===== config.mk =====
export PLATFORM = sky130hd
export DESIGN_NAME = aurora_tx_framer
export DESIGN_NICKNAME = d
export VERILOG_FILES = /design/src/aurora_tx_pkg.sv /design/src/aurora_tx_framer.sv /design/src/packet_streamer.sv /design/src/session_scheduler.sv /design/src/link_qualifier.sv
export VERILOG_INCLUDE_DIRS = /design/src /design/src/src
export SDC_FILE = /design/constraint.sdc
export NUM_CORES = 1
export LEC_CHECK = 0
export BUFFER_PORTS_ARGS = -buffer_cell sky130_fd_sc_hd__buf_2
export CORE_MARGIN = 3
export CORE_UTILIZATION = 49
export DETAILED_ROUTE_END_ITERATION = 8
export GPL_TIMING_DRIVEN = 0
export PLACE_DENSITY = 0.78
export SYNTH_ARGS = -nofsm -noshare
export SYNTH_HDL_FRONTEND = slang
export SYNTH_HIERARCHICAL = 1
export SYNTH_SLANG_ARGS = --single-unit

===== constraint.sdc =====
create_clock -name USER_CLK -period 3.6 [get_ports USER_CLK]
set_input_delay 0.72 -clock USER_CLK [delete_from_list [all_inputs] [get_ports USER_CLK]]
set_output_delay 0.72 -clock USER_CLK [all_outputs]
set_load 0.05 [all_outputs]

===== src/aurora_tx_defines.svh =====
`ifndef AURORA_TX_DEFINES_SVH
`define AURORA_TX_DEFINES_SVH

//////////////////////////////////////////////////
// Widths
//////////////////////////////////////////////////
`define AURORA_WORD_W           64
`define AURORA_HALF_W           32
`define AURORA_EDS_CNT_W        14
`define AURORA_ENC_CNT_W        12

//////////////////////////////////////////////////
// Packet lengths and thresholds
//////////////////////////////////////////////////
`define AURORA_EDS_WORDS        512
`define AURORA_ENC_WORDS        1024
`define AURORA_EDS_THRESH       511
`define AURORA_ENC_THRESH       1023

// Cycles of wait so the PCIe card can clear its buffers
`define AURORA_PCIE_SETTLE      200
`define AURORA_LINK_DEBOUNCE    16

//////////////////////////////////////////////////
// Header and control codes
//////////////////////////////////////////////////
`define AURORA_HDR_CTRL         64'h0000_0000_55aa_0001
`define AURORA_HDR_EDS          64'h0000_0000_55aa_0002
`define AURORA_HDR_ENC          64'h0000_0000_55aa_0003
`define AURORA_CODE_EDS_START   64'h0000_0000_0000_0001
`define AURORA_CODE_EDS_END     64'h0000_0000_0000_0000

`endif

===== src/aurora_tx_pkg.sv =====
`include "aurora_tx_defines.svh"

package aurora_tx_pkg;

    // Stream and FIFO words
    typedef logic [`AURORA_WORD_W-1:0]    word_t;
    typedef logic [`AURORA_HALF_W-1:0]    half_t;

    // FIFO fill counts
    typedef logic [`AURORA_EDS_CNT_W-1:0] eds_count_t;
    typedef logic [`AURORA_ENC_CNT_W-1:0] enc_count_t;

    // Saturating packet counter
    typedef logic [31:0]                  pack_cnt_t;

    typedef enum logic [1:0] {
        PKT_EDS_START,
        PKT_EDS_END,
        PKT_EDS_DATA,
        PKT_ENC_DATA
    } pkt_kind_t;

    // Qualified channel and session enables
    typedef struct packed {
        logic link_ready;
        logic eds_level;
        logic pmt_level;
        logic eds_rise;
        logic pmt_rise;
    } link_evt_t;

    // One packet request to the output stage
    typedef struct packed {
        pkt_kind_t kind;
    } pkt_cmd_t;

endpackage


===== src/aurora_tx_framer.sv =====
module aurora_tx_framer (
    input  logic                      USER_CLK,
    input  logic                      RESET,
    input  logic                      CHANNEL_UP,
    // Sessions
    input  logic                      eds_frame_en_i,
    input  logic                      pmt_start_en_i,
    input  logic                      pcie_eds_end_i,
    input  logic                      pcie_pmt_end_i,
    // EDS FIFO and encoder FIFO
    input  aurora_tx_pkg::word_t      eds_data_i,
    input  aurora_tx_pkg::eds_count_t eds_count_i,
    output logic                      eds_rd_o,
    input  logic                      eds_encode_empty_i,
    input  aurora_tx_pkg::half_t      encoder_w_i,
    input  aurora_tx_pkg::half_t      encoder_x_i,
    output logic                      eds_encode_rd_o,
    // Encode FIFO
    input  aurora_tx_pkg::word_t      encode_data_i,
    input  aurora_tx_pkg::enc_count_t enc_count_i,
    output logic                      encode_rd_o,
    // User channel stream
    output logic                      tx_tvalid_o,
    output aurora_tx_pkg::word_t      tx_tdata_o,
    output logic                      tx_tlast_o,
    input  logic                      tx_tready_i,
    // Progress
    output aurora_tx_pkg::pack_cnt_t  eds_pack_cnt_o,
    output aurora_tx_pkg::pack_cnt_t  encode_pack_cnt_o
);

    aurora_tx_pkg::link_evt_t evt;
    aurora_tx_pkg::pkt_cmd_t  cmd;
    logic                     cmd_valid;
    logic                     pkt_done;

    link_qualifier link_qualifier_i (
        .USER_CLK       (USER_CLK),
        .RESET          (RESET),
        .channel_up_i   (CHANNEL_UP),
        .eds_frame_en_i (eds_frame_en_i),
        .pmt_start_en_i (pmt_start_en_i),
        .evt_o          (evt)
    );

    session_scheduler session_scheduler_i (
        .USER_CLK           (USER_CLK),
        .RESET              (RESET),
        .evt_i              (evt),
        .pcie_eds_end_i     (pcie_eds_end_i),
        .pcie_pmt_end_i     (pcie_pmt_end_i),
        .eds_encode_empty_i (eds_encode_empty_i),
        .eds_count_i        (eds_count_i),
        .enc_count_i        (enc_count_i),
        .pkt_done_i         (pkt_done),
        .cmd_valid_o        (cmd_valid),
        .cmd_o              (cmd),
        .eds_pack_cnt_o     (eds_pack_cnt_o),
        .encode_pack_cnt_o  (encode_pack_cnt_o)
    );

    packet_streamer packet_streamer_i (
        .USER_CLK        (USER_CLK),
        .RESET           (RESET),
        .link_ready_i    (evt.link_ready),
        .cmd_valid_i     (cmd_valid),
        .cmd_i           (cmd),
        .eds_data_i      (eds_data_i),
        .encode_data_i   (encode_data_i),
        .encoder_w_i     (encoder_w_i),
        .encoder_x_i     (encoder_x_i),
        .tx_tready_i     (tx_tready_i),
        .eds_rd_o        (eds_rd_o),
        .eds_encode_rd_o (eds_encode_rd_o),
        .encode_rd_o     (encode_rd_o),
        .pkt_done_o      (pkt_done),
        .tx_tvalid_o     (tx_tvalid_o),
        .tx_tlast_o      (tx_tlast_o),
        .tx_tdata_o      (tx_tdata_o)
    );

endmodule


===== src/packet_streamer.sv =====
`include "aurora_tx_defines.svh"

module packet_streamer (
    input  logic                    USER_CLK,
    input  logic                    RESET,
    input  logic                    link_ready_i,
    input  logic                    cmd_valid_i,
    input  aurora_tx_pkg::pkt_cmd_t cmd_i,
    input  aurora_tx_pkg::word_t    eds_data_i,
    input  aurora_tx_pkg::word_t    encode_data_i,
    input  aurora_tx_pkg::half_t    encoder_w_i,
    input  aurora_tx_pkg::half_t    encoder_x_i,
    input  logic                    tx_tready_i,
    output logic                    eds_rd_o,
    output logic                    eds_encode_rd_o,
    output logic                    encode_rd_o,
    output logic                    pkt_done_o,
    output logic                    tx_tvalid_o,
    output logic                    tx_tlast_o,
    output aurora_tx_pkg::word_t    tx_tdata_o
);

    localparam int         BEAT_W   = $clog2(`AURORA_ENC_WORDS + 2);
    localparam logic [BEAT_W-1:0] EDS_LAST = `AURORA_EDS_WORDS + 1;
    localparam logic [BEAT_W-1:0] ENC_LAST = `AURORA_ENC_WORDS;

    aurora_tx_pkg::pkt_kind_t kind_q;
    aurora_tx_pkg::pkt_kind_t cur_kind;
    aurora_tx_pkg::word_t     beat_word;
    logic [BEAT_W-1:0]        beat_cnt;
    logic [BEAT_W-1:0]        cur_idx;
    logic                     busy;
    logic                     load;
    logic                     beat_last;
    logic                     pop_eds;
    logic                     pop_enc_w;
    logic                     pop_enc;

    //////////////////////////////////////////////////
    // Beat selection
    //////////////////////////////////////////////////

    // A new command starts at beat 0 straight away
    assign cur_kind = cmd_valid_i ? cmd_i.kind : kind_q;
    assign cur_idx  = cmd_valid_i ? '0 : beat_cnt;
    assign load     = link_ready_i &
                      (cmd_valid_i | (busy & (~tx_tvalid_o | tx_tready_i)));

    always_comb begin
        beat_word = '0;
        beat_last = 1'b0;
        pop_eds   = 1'b0;
        pop_enc_w = 1'b0;
        pop_enc   = 1'b0;
        case (cur_kind)
            aurora_tx_pkg::PKT_EDS_START,
            aurora_tx_pkg::PKT_EDS_END: begin
                if (cur_idx == '0) begin
                    beat_word = `AURORA_HDR_CTRL;
                end else begin
                    beat_word = (cur_kind == aurora_tx_pkg::PKT_EDS_START) ?
                                `AURORA_CODE_EDS_START : `AURORA_CODE_EDS_END;
                    beat_last = 1'b1;
                end
            end
            aurora_tx_pkg::PKT_EDS_DATA: begin
                if (cur_idx == '0) begin
                    beat_word = `AURORA_HDR_EDS;
                end else if (cur_idx == BEAT_W'(1)) begin
                    // Encoder word, w in the upper half
                    beat_word = {encoder_w_i, encoder_x_i};
                    pop_enc_w = 1'b1;
                end else begin
                    beat_word = eds_data_i;
                    pop_eds   = 1'b1;
                    beat_last = (cur_idx == EDS_LAST);
                end
            end
            default: begin
                if (cur_idx == '0) begin
                    beat_word = `AURORA_HDR_ENC;
                end else begin
                    beat_word = encode_data_i;
                    pop_enc   = 1'b1;
                    beat_last = (cur_idx == ENC_LAST);
                end
            end
        endcase
    end

    //////////////////////////////////////////////////
    // Output register
    //////////////////////////////////////////////////

    always_ff @(posedge USER_CLK) begin
        if (RESET || !link_ready_i) begin
            busy        <= 1'b0;
            tx_tvalid_o <= 1'b0;
            tx_tlast_o  <= 1'b0;
        end else if (load) begin
            busy        <= ~beat_last;
            tx_tvalid_o <= 1'b1;
            tx_tlast_o  <= beat_last;
        end else if (tx_tvalid_o && tx_tready_i) begin
            tx_tvalid_o <= 1'b0;
            tx_tlast_o  <= 1'b0;
        end
    end

    always_ff @(posedge USER_CLK) begin
        if (load) begin
            tx_tdata_o <= beat_word;
            kind_q     <= cur_kind;
            beat_cnt   <= cur_idx + BEAT_W'(1);
        end
    end

    // FIFO pops coincide with the load of their word
    assign eds_rd_o        = load & pop_eds;
    assign eds_encode_rd_o = load & pop_enc_w;
    assign encode_rd_o     = load & pop_enc;
    assign pkt_done_o      = tx_tvalid_o & tx_tready_i & tx_tlast_o;

endmodule


===== src/session_scheduler.sv =====
`include "aurora_tx_defines.svh"

module session_scheduler (
    input  logic                      USER_CLK,
    input  logic                      RESET,
    input  aurora_tx_pkg::link_evt_t  evt_i,
    input  logic                      pcie_eds_end_i,
    input  logic                      pcie_pmt_end_i,
    input  logic                      eds_encode_empty_i,
    input  aurora_tx_pkg::eds_count_t eds_count_i,
    input  aurora_tx_pkg::enc_count_t enc_count_i,
    input  logic                      pkt_done_i,
    output logic                      cmd_valid_o,
    output aurora_tx_pkg::pkt_cmd_t   cmd_o,
    output aurora_tx_pkg::pack_cnt_t  eds_pack_cnt_o,
    output aurora_tx_pkg::pack_cnt_t  encode_pack_cnt_o
);

    localparam aurora_tx_pkg::eds_count_t EDS_THRESH  = `AURORA_EDS_THRESH;
    localparam aurora_tx_pkg::enc_count_t ENC_THRESH  = `AURORA_ENC_THRESH;
    localparam logic [7:0]                SETTLE_LAST = `AURORA_PCIE_SETTLE - 1;

    typedef enum logic [2:0] {
        S_IDLE,
        S_EDS_START,
        S_PCIE_SETTLE,
        S_EDS_WAIT,
        S_EDS_SEND,
        S_ENC_WAIT,
        S_ENC_SEND
    } state_t;

    state_t     state;
    logic [7:0] settle_cnt;
    logic       eds_end_flag;
    logic       pmt_end_flag;
    logic       last_pkg;
    logic       eds_due;
    logic       enc_due;
    logic       abort;

    function automatic aurora_tx_pkg::pack_cnt_t sat_inc(input aurora_tx_pkg::pack_cnt_t c);
        return c[31] ? c : c + 32'd1;
    endfunction

    assign eds_due = (eds_count_i >= EDS_THRESH) && !eds_encode_empty_i;
    assign enc_due = (enc_count_i >= ENC_THRESH);
    // Channel loss or a fresh session start restarts everything
    assign abort   = !evt_i.link_ready || evt_i.eds_rise || evt_i.pmt_rise;

    always_ff @(posedge USER_CLK) begin
        if (RESET) begin
            state             <= S_IDLE;
            cmd_valid_o       <= 1'b0;
            cmd_o.kind        <= aurora_tx_pkg::PKT_EDS_START;
            settle_cnt        <= '0;
            eds_end_flag      <= 1'b0;
            pmt_end_flag      <= 1'b0;
            last_pkg          <= 1'b0;
            eds_pack_cnt_o    <= '0;
            encode_pack_cnt_o <= '0;
        end else begin
            cmd_valid_o <= 1'b0;

            // PCIe end requests are held until the session closes
            if (state == S_IDLE) begin
                eds_end_flag <= 1'b0;
                pmt_end_flag <= 1'b0;
                last_pkg     <= 1'b0;
            end else begin
                if (pcie_eds_end_i)
                    eds_end_flag <= 1'b1;
                if (pcie_pmt_end_i)
                    pmt_end_flag <= 1'b1;
            end

            if (state == S_PCIE_SETTLE)
                settle_cnt <= settle_cnt + 8'd1;
            else
                settle_cnt <= '0;

            if (abort) begin
                state <= S_IDLE;
            end else begin
                case (state)
                    S_IDLE: begin
                        if (evt_i.eds_level) begin
                            state          <= S_EDS_START;
                            cmd_valid_o    <= 1'b1;
                            cmd_o.kind     <= aurora_tx_pkg::PKT_EDS_START;
                            eds_pack_cnt_o <= '0;
                        end else if (evt_i.pmt_level) begin
                            state             <= S_ENC_WAIT;
                            encode_pack_cnt_o <= '0;
                        end
                    end
                    S_EDS_START: begin
                        if (pkt_done_i)
                            state <= S_PCIE_SETTLE;
                    end
                    S_PCIE_SETTLE: begin
                        if (settle_cnt == SETTLE_LAST)
                            state <= S_EDS_WAIT;
                    end
                    S_EDS_WAIT: begin
                        if (!last_pkg && !evt_i.eds_level) begin
                            // Frame enable dropped, close the session
                            state       <= S_EDS_SEND;
                            cmd_valid_o <= 1'b1;
                            cmd_o.kind  <= aurora_tx_pkg::PKT_EDS_END;
                            last_pkg    <= 1'b1;
                        end else if (last_pkg && eds_end_flag) begin
                            state <= S_IDLE;
                        end else if (eds_due) begin
                            state          <= S_EDS_SEND;
                            cmd_valid_o    <= 1'b1;
                            cmd_o.kind     <= aurora_tx_pkg::PKT_EDS_DATA;
                            eds_pack_cnt_o <= sat_inc(eds_pack_cnt_o);
                        end else if (eds_end_flag) begin
                            state <= S_IDLE;
                        end
                    end
                    S_EDS_SEND: begin
                        if (pkt_done_i)
                            state <= S_EDS_WAIT;
                    end
                    S_ENC_WAIT: begin
                        if (pmt_end_flag) begin
                            state <= S_IDLE;
                        end else if (enc_due) begin
                            state             <= S_ENC_SEND;
                            cmd_valid_o       <= 1'b1;
                            cmd_o.kind        <= aurora_tx_pkg::PKT_ENC_DATA;
                            encode_pack_cnt_o <= sat_inc(encode_pack_cnt_o);
                        end
                    end
                    S_ENC_SEND: begin
                        if (pkt_done_i)
                            state <= S_ENC_WAIT;
                    end
                    default: state <= S_IDLE;
                endcase
            end
        end
    end

endmodule


===== src/link_qualifier.sv =====
`include "aurora_tx_defines.svh"

module link_qualifier (
    input  logic                     USER_CLK,
    input  logic                     RESET,
    input  logic                     channel_up_i,
    input  logic                     eds_frame_en_i,
    input  logic                     pmt_start_en_i,
    output aurora_tx_pkg::link_evt_t evt_o
);

    localparam logic [4:0] UP_READY = `AURORA_LINK_DEBOUNCE;

    logic [4:0] up_cnt;
    logic [1:0] eds_sync;
    logic [1:0] pmt_sync;
    logic       eds_rise_q;
    logic       pmt_rise_q;

    always_ff @(posedge USER_CLK) begin
        if (RESET) begin
            up_cnt     <= '0;
            eds_sync   <= '0;
            pmt_sync   <= '0;
            eds_rise_q <= 1'b0;
            pmt_rise_q <= 1'b0;
        end else begin
            // Any drop of the channel restarts the debounce
            if (!channel_up_i)
                up_cnt <= '0;
            else if (up_cnt != UP_READY)
                up_cnt <= up_cnt + 5'd1;
            eds_sync   <= {eds_sync[0], eds_frame_en_i};
            pmt_sync   <= {pmt_sync[0], pmt_start_en_i};
            // Edge strobe lines up with the synchronized level
            eds_rise_q <= eds_sync[0] & ~eds_sync[1];
            pmt_rise_q <= pmt_sync[0] & ~pmt_sync[1];
        end
    end

    assign evt_o.link_ready = (up_cnt == UP_READY);
    assign evt_o.eds_level  = eds_sync[1];
    assign evt_o.pmt_level  = pmt_sync[1];
    assign evt_o.eds_rise   = eds_rise_q;
    assign evt_o.pmt_rise   = pmt_rise_q;

endmodule


After elaboration in Yosys (flattened, before gate mapping)
Index checks and enable logic that the tools add are counted. W data, S select, Z words.

Add/subtract/negate cells: 5. Magnitude comparators: 2. Eq/ne operators: 33. Multiplexer cells: 66. Bitwise operators: 18. Reductions and logical operators: 30.

Operator list (count): $mux W32 (10); $mux W64 (4); $pmux W32 S2 (2); $pmux W64 S2 (1); $add A32 B1 Y32 const B (2); $mux W3 (12); $reduce_and A7 Y1 (4); $mux W1 (25); $pmux W3 S7 (1); $ne A2 B2 Y1 const B (9); $ge A14 B9 Y1 const B (1); $mux W2 (7); $ge A12 B10 Y1 const B (1); $reduce_and A6 Y1 (2); $add A11 B1 Y11 const B (1); $eq A11 B1 Y1 const B (1); $eq A11 B10 Y1 const B (1); $eq A11 B11 Y1 const B (1); $logic_not A11 Y1 (1); $mux W11 (1); $ne A2 B1 Y1 const B (5); $reduce_or A2 Y1 (5); $and A1 B1 Y1 (9); $eq A3 B3 Y1 const B (3); other kinds (26) (45).

Register bits: 172. Input port bits: 227. Output and inout port bits: 133. Logic and storage cells: 176.

Depth between registers and ports, before layout
Depth after elaboration: 6. Mapped depth: 10. Mapped depth without buffers: 9.

Cells and area by module
The synthesis kept the hierarchy.

By module, submodules not included: session_scheduler (times used 1, cells an instance 577, area each 4409.2 sq um, seq. area each 1621.6 sq um); packet_streamer (times used 1, cells an instance 349, area each 4275.4 sq um, seq. area each 2372.3 sq um); link_qualifier (times used 1, cells an instance 40, area each 422.9 sq um, seq. area each 220.2 sq um).

Worst setup path before layout
Ideal clock, no wire load.

Path kind: in2reg. From: input tx_tready_i. To: register packet_streamer_i.tx_tlast_o. Library setup time: 116 ps. Arrival time: 3183 ps. Required time: 3484 ps. Slack: 301 ps. Stages: 6. Path buffers: 0. Cells stage by stage: nand2b_1 -> a21oi_1 -> nand2b_1 -> inv_1 -> o211ai_1 -> and3_1.

Word-level cells in the longest chain between the ends: 5.

Ends and longest elaborated chain: start: declaration (RTL line aurora_tx_framer.sv:26) `input logic tx_tready_i,`; $or A1 B1 Y1 * (RTL line packet_streamer.sv:47) `(cmd_valid_i | (busy & (~tx_tvalid_o | tx_tready_i)));`; $and A1 B1 Y1 * (RTL line packet_streamer.sv:47); $or A1 B1 Y1 * (RTL line packet_streamer.sv:47); $and A1 B1 Y1 * (RTL line packet_streamer.sv:46) `assign load = link_ready_i &`; net packet_streamer_i.load (RTL line packet_streamer.sv:33) `logic load;`; $mux W1 or $reduce_bool A2 Y1 (tied branches); end signal: assignment (RTL line packet_streamer.sv:103) `tx_tlast_o <= beat_last;`; end: declaration (RTL line packet_streamer.sv:19) `output logic tx_tlast_o,`.

The timed path passes the listed nets; every way through them passes the cells marked *. A chain may end at the register's enable or synchronous reset.

Worst setup path in the final report
From: register session_scheduler_i.cmd_valid_o. To: output encode_rd_o.

Word-level cells in the longest chain between the ends: 5.

Ends and longest elaborated chain: start: declaration (RTL line session_scheduler.sv:13) `output logic cmd_valid_o,`; start signal: assignment (RTL line session_scheduler.sv:54) `cmd_valid_o <= 1'b0;`; start signal: assignment (RTL line session_scheduler.sv:63) `cmd_valid_o <= 1'b0;`; start signal: assignment (RTL line session_scheduler.sv:89) `cmd_valid_o <= 1'b1;`; $mux W11 or $mux W2 (tied branches) (RTL line packet_streamer.sv:45, packet_streamer.sv:44); $logic_not A11 Y1 (tied with other cells) (RTL line packet_streamer.sv:80) `if (cur_idx == '0) begin`; $mux W1 or $reduce_or A3 Y1 (tied branches); $mux W1 (RTL line packet_streamer.sv:55) `case (cur_kind)`; $and A1 B1 Y1 * (RTL line packet_streamer.sv:121) `assign encode_rd_o = load & pop_enc;`; end: declaration (RTL line aurora_tx_framer.sv:21) `output logic encode_rd_o,`.

Mark *: on every way between the ends. The rest lies on a longest branch, timed or not.

==> Implementation_results.wiki <==
{| class="wikitable"
! Metric !! Value
|-
| Run status || complete, no violations
|-
| Flip-flop cell with the highest count after synthesis || sky130_fd_sc_hd__dfxtp_1
|-
| Slowest stage delay, CP || 0.44 ns
|-
| Crit. End Element || output pin
|-
| Root Buffer || sky130_fd_sc_hd__clkbuf_16
|-
| Via count || 9,574
|-
| Count of buffers inserted at the top-level ports || 359
|-
| Met1 routed wirelength after detailed routing || 12,300 µm
|-
| Final count of hold timing violations || 0
|-
| Core occupancy in the finished layout || 65.1%
|-
| CP bufs+invs || 5
|-
| Number of cells traversed by the worst register-to-register path || 10
|-
| Combinational family with the most area after synthesis || simple AND/OR/NAND/NOR gates
|-
| Later-pin clock latency in the skew report || 0.43 ns
|-
| Overall track demand over capacity in global routing || 30.6%
|-
| Maximum net fanout on the critical path || 10
|-
| Top layer used by detailed routing || met5
|-
| Max Fclk || 304 MHz
|-
| Post-cts gate resize count || 0
|-
| Required time of the critical path || 2.88 ns
|-
| First-pass GRT wire length || 47,900 µm
|-
| Inserted Clock Buffers || 17
|-
| Die Span X || 142 µm
|-
| Post-synth net total || 1,199
|-
| Combined area of all synthesized cells || 9110 µm²
|-
| Buffers inserted during post-CTS setup optimization || 0
|-
| Arrival @ worst endpoint || 2.57 ns
|-
| Skew final || 0.0116 ns
|-
| Portion of the clock cycle consumed by the worst path in the final layout || 91.5%
|-
| Share of synthesized registers carrying an async set or reset || 0%
|-
| Clock period minus final worst setup slack || 3.29 ns
|-
| Critical Path Sink || encode_rd_o
|-
| Final-layout worst hold slack || 0.431 ns
|-
| Start-to-end type of the worst setup path || reg2out
|-
| Type of the most critical hold path || reg2reg
|-
| Vias in the first global route || 8,587
|-
| # DRC || 0
|-
| WP depth || 9
|-
| Antenna violation net count after detailed routing || 0
|-
| Height of the chip || 142 µm
|-
| Initial detailed-routing violation count || 1,106
|-
| TritonCTS Sinks || 172
|-
| Largest net degree at the start of global routing || 76
|-
| DR pass1 iterations || 7
|-
| Met2 wirelength from detailed routing || 15,500 µm
|-
| Post-Synth Adder-Cell Area || 0.824%
|-
| List of cells traversed by the critical path || buf_2, buf_2, nand2b_1, ha_1, inv_1, a2bb2oi_4, buf_6, nor2_1, buf_2
|-
| Kind of cell adding the most delay to the critical path || buffers and inverters
|-
| #FFs+latches synth || 172
|-
| Total leakage power || 0.00476 µW
|-
| Worst setup SP type || flop
|-
| Layout overhead on the synthesized area || 29.3%
|-
| Normalized max-slew margin || 25.0%
|-
| R2r setup slk || 0.56 ns
|-
| Effective utilization at floorplan || 50.4%
|-
| Full die area || 20,300 µm²
|-
| XOR/XNOR Fraction of Synth Area || 2.50%
|-
| RSZ-0062 raised after global routing || false
|-
| Sum of met3 wire segment lengths after detailed routing || 3440 µm
|-
| Launching point of the worst reg2reg path || link_qualifier_i/up_cnt[0]$_SDFFE_PP0P_
|-
| Post-CTS Hold Buffers || 0
|-
| Final routed wirelength across all metal layers || 33,100 µm
|-
| Startpoint of the worst setup timing path || session_scheduler_i/cmd_valid_o$_SDFF_PP0_
|-
| Portion of netlist area occupied by mux cells || 0.453%
|-
| Cell Rows || 49
|-
| # H-tree levels || 4
|-
| Number of antenna violations at the first check in global routing || 3
|-
| Count of warnings emitted by yosys || 6
|-
| TritonCTS clock tree || done
|-
| Half-perimeter wire length of the detailed placement result || 25,200 µm
|-
| Synth Area per Inst || 9.43 µm²
|-
| Cells after synthesis || 966
|-
| Clock slew seen by the registers of the worst setup and hold paths || 0.06 ns
|-
| Total design power || 4000 µW
|-
| Placeable Area || 18,100 µm²
|-
| Cell type contributing the most total cell area after synthesis || sky130_fd_sc_hd__edfxtp_1
|-
| Cell seen most often among critical-path stages || sky130_fd_sc_hd__buf_2
|-
| MaxCap Viol Count || 0
|-
| Via count normalized by instance count || 6.03
|-
| Critical-path cell with the highest stage delay || sky130_fd_sc_hd__a2bb2oi_4
|-
| Number of ports placed on the die boundary || 360
|-
| Post-synthesis sequential area ratio || 46.3%
|-
| Peak supply drop || 0.361 mV
|-
| Fraction of synthesized cell area taken by the top area cell type || 25.4%
|-
| Number of pins exceeding their max-slew limit in the final report || 0
|-
| GR Overflow Total || 0
|-
| Share of cells above drive strength 1 || 32.6%
|-
| Setup violation total in the final timing report || 0
|-
| Synth Area in Simple Gates || 24.7%
|-
| Post-synth EDFFs || 77
|-
| Compound-gate portion of the synthesized area || 21.5%
|-
| Library cells used by synthesis || 72
|-
| Mean routed wirelength per cell || 20.8 µm
|-
| Power density relative to cell area || 339 nW/µm²
|-
| Final estimated routing congestion in global placement || 0.930
|-
| Worst reg2reg path endpoint || session_scheduler_i/encode_pack_cnt_o[10]$_SDFFE_PP0P_
|-
| Top area cells in the synthesized netlist || sky130_fd_sc_hd__edfxtp_1 25%, sky130_fd_sc_hd__dfxtp_1 21%, sky130_fd_sc_hd__a221o_1 5.9%
|-
| Actual transition at the worst max-transition pin || 1.11 ns
|-
| Number of nets in the layout || 1,577
|-
| Maximum buffer depth of the clock tree || 2
|}
==> where the power goes <==
group          total (µW)  switching (µW)  internal (µW)
clock                1740             790            953
combinational         220            94.5            126
sequential           2030            1.97           2030
total                4000             887           3110
==> metrics by stage <==
| step | instance area, µm² | worst slack (ns) | TNS, ns | cells |
|---|---|---|---|---|
| after floorplan | 9110 | 0.301 | 0 | 966 |
| after global placement | 11200 | -0.736 | -28.40 | 1554 |
| after detailed placement | 11200 | 0.225 | 0 | 1555 |
| after CTS | 11800 | 0.160 | 0 | 1587 |
| after global routing | 11800 | 0.157 | 0 | 1588 |
| final | 11800 | 0.307 | 0 | 1589 |
==> registers in the layout, indices dropped and copies added (netlist names), 2 cells and up <==
| signal | flops |
|---|---|
| link_qualifier_i/pmt_sync | 2 |
| packet_streamer_i/kind_q | 2 |
| packet_streamer_i/tx_tdata_o | 64 |
| session_scheduler_i/state | 3 |
| session_scheduler_i/encode_pack_cnt_o | 32 |
| packet_streamer_i/beat_cnt | 11 |
| link_qualifier_i/eds_sync | 2 |
| session_scheduler_i/cmd_o | 2 |
| session_scheduler_i/settle_cnt | 8 |
| link_qualifier_i/up_cnt | 5 |
| session_scheduler_i/eds_pack_cnt_o | 32 |
==> how the worst min path moves through the flow <==
stage	depth (start not counted)	from	to
floorplan	1	link_qualifier_i/eds_sync[1]$_SDFF_PP0_	link_qualifier_i/eds_rise_q$_SDFF_PP0_
global placement	1	link_qualifier_i/pmt_sync[1]$_SDFF_PP0_	link_qualifier_i/pmt_rise_q$_SDFF_PP0_
detailed placement	1	link_qualifier_i/eds_sync[1]$_SDFF_PP0_	link_qualifier_i/eds_rise_q$_SDFF_PP0_
CTS	1	link_qualifier_i/eds_sync[1]$_SDFF_PP0_	link_qualifier_i/eds_rise_q$_SDFF_PP0_
global route	1	link_qualifier_i/eds_sync[1]$_SDFF_PP0_	link_qualifier_i/eds_rise_q$_SDFF_PP0_
finish	1	link_qualifier_i/pmt_sync[1]$_SDFF_PP0_	link_qualifier_i/pmt_rise_q$_SDFF_PP0_
==> cell usage after synthesis, drive strengths merged, types with 4 or more instances <==
master / count
nand3b: 4
nand2b: 11
a21oi: 55
ha: 6
inv: 16
o221a: 8
xnor2: 11
xor2: 15
and4: 10
nor2: 90
o31ai: 12
nor4: 11
nand4: 24
nor2b: 65
a211oi: 9
nor3b: 5
or3: 12
nor3: 28
or4: 8
and3: 19
and2: 8
a221o: 54
o21ai: 68
a21o: 7
o221ai: 8
dfxtp: 95
a31oi: 24
buf: 28
nand3: 39
clkbuf: 26
edfxtp: 77
nand2: 64
==> cell families after synthesis <==
| logic type | after synthesis |
|---|---|
| AND/OR/NAND/NOR | 413 |
| AO/OA/AOI/OAI | 274 |
| flip-flops | 172 |
| buffers and inverters | 71 |
| XOR/XNOR | 26 |
| adder cells (fa/ha/maj) | 6 |
| multiplexers | 4 |
==> layout by cell type, fill, tap and decap left out, types with 18 or more instances in the layout <==
cell type / instances
sky130_fd_sc_hd__a221o_1: 54
sky130_fd_sc_hd__buf_2: 374
sky130_fd_sc_hd__nor3_1: 28
sky130_fd_sc_hd__a21oi_1: 55
sky130_fd_sc_hd__nor2b_1: 65
sky130_fd_sc_hd__a31oi_1: 24
sky130_fd_sc_hd__dfxtp_1: 95
sky130_fd_sc_hd__and3_1: 18
sky130_fd_sc_hd__nor2_1: 90
sky130_fd_sc_hd__nand2_1: 63
sky130_fd_sc_hd__nand3_1: 39
sky130_fd_sc_hd__edfxtp_1: 77
sky130_fd_sc_hd__o21ai_0: 66
sky130_fd_sc_hd__nand4_1: 24
sky130_fd_sc_hd__clkbuf_1: 26
==> layout make-up <==
cell class | instances | area (µm²)
clock buffer | 18 | 429
fill | 1541 | 6310
clock inverter | 14 | 123
timing repair buffer | 360 | 1820
buffer | 53 | 278
sequential | 172 | 4210
antenna | 3 | 7.51
tap | 229 | 287
multi-input combinational | 723 | 4550
inverter | 17 | 66.3
==> per-layer routing <==
layer	GRT usage, %	vias to the layer above
met1	36.9	4437
li1	-	4459
met2	49.3	591
met3	8.43	85
met5	0	-
met4	17.5	2
Note: power is estimated with default switching activity, not from simulation.
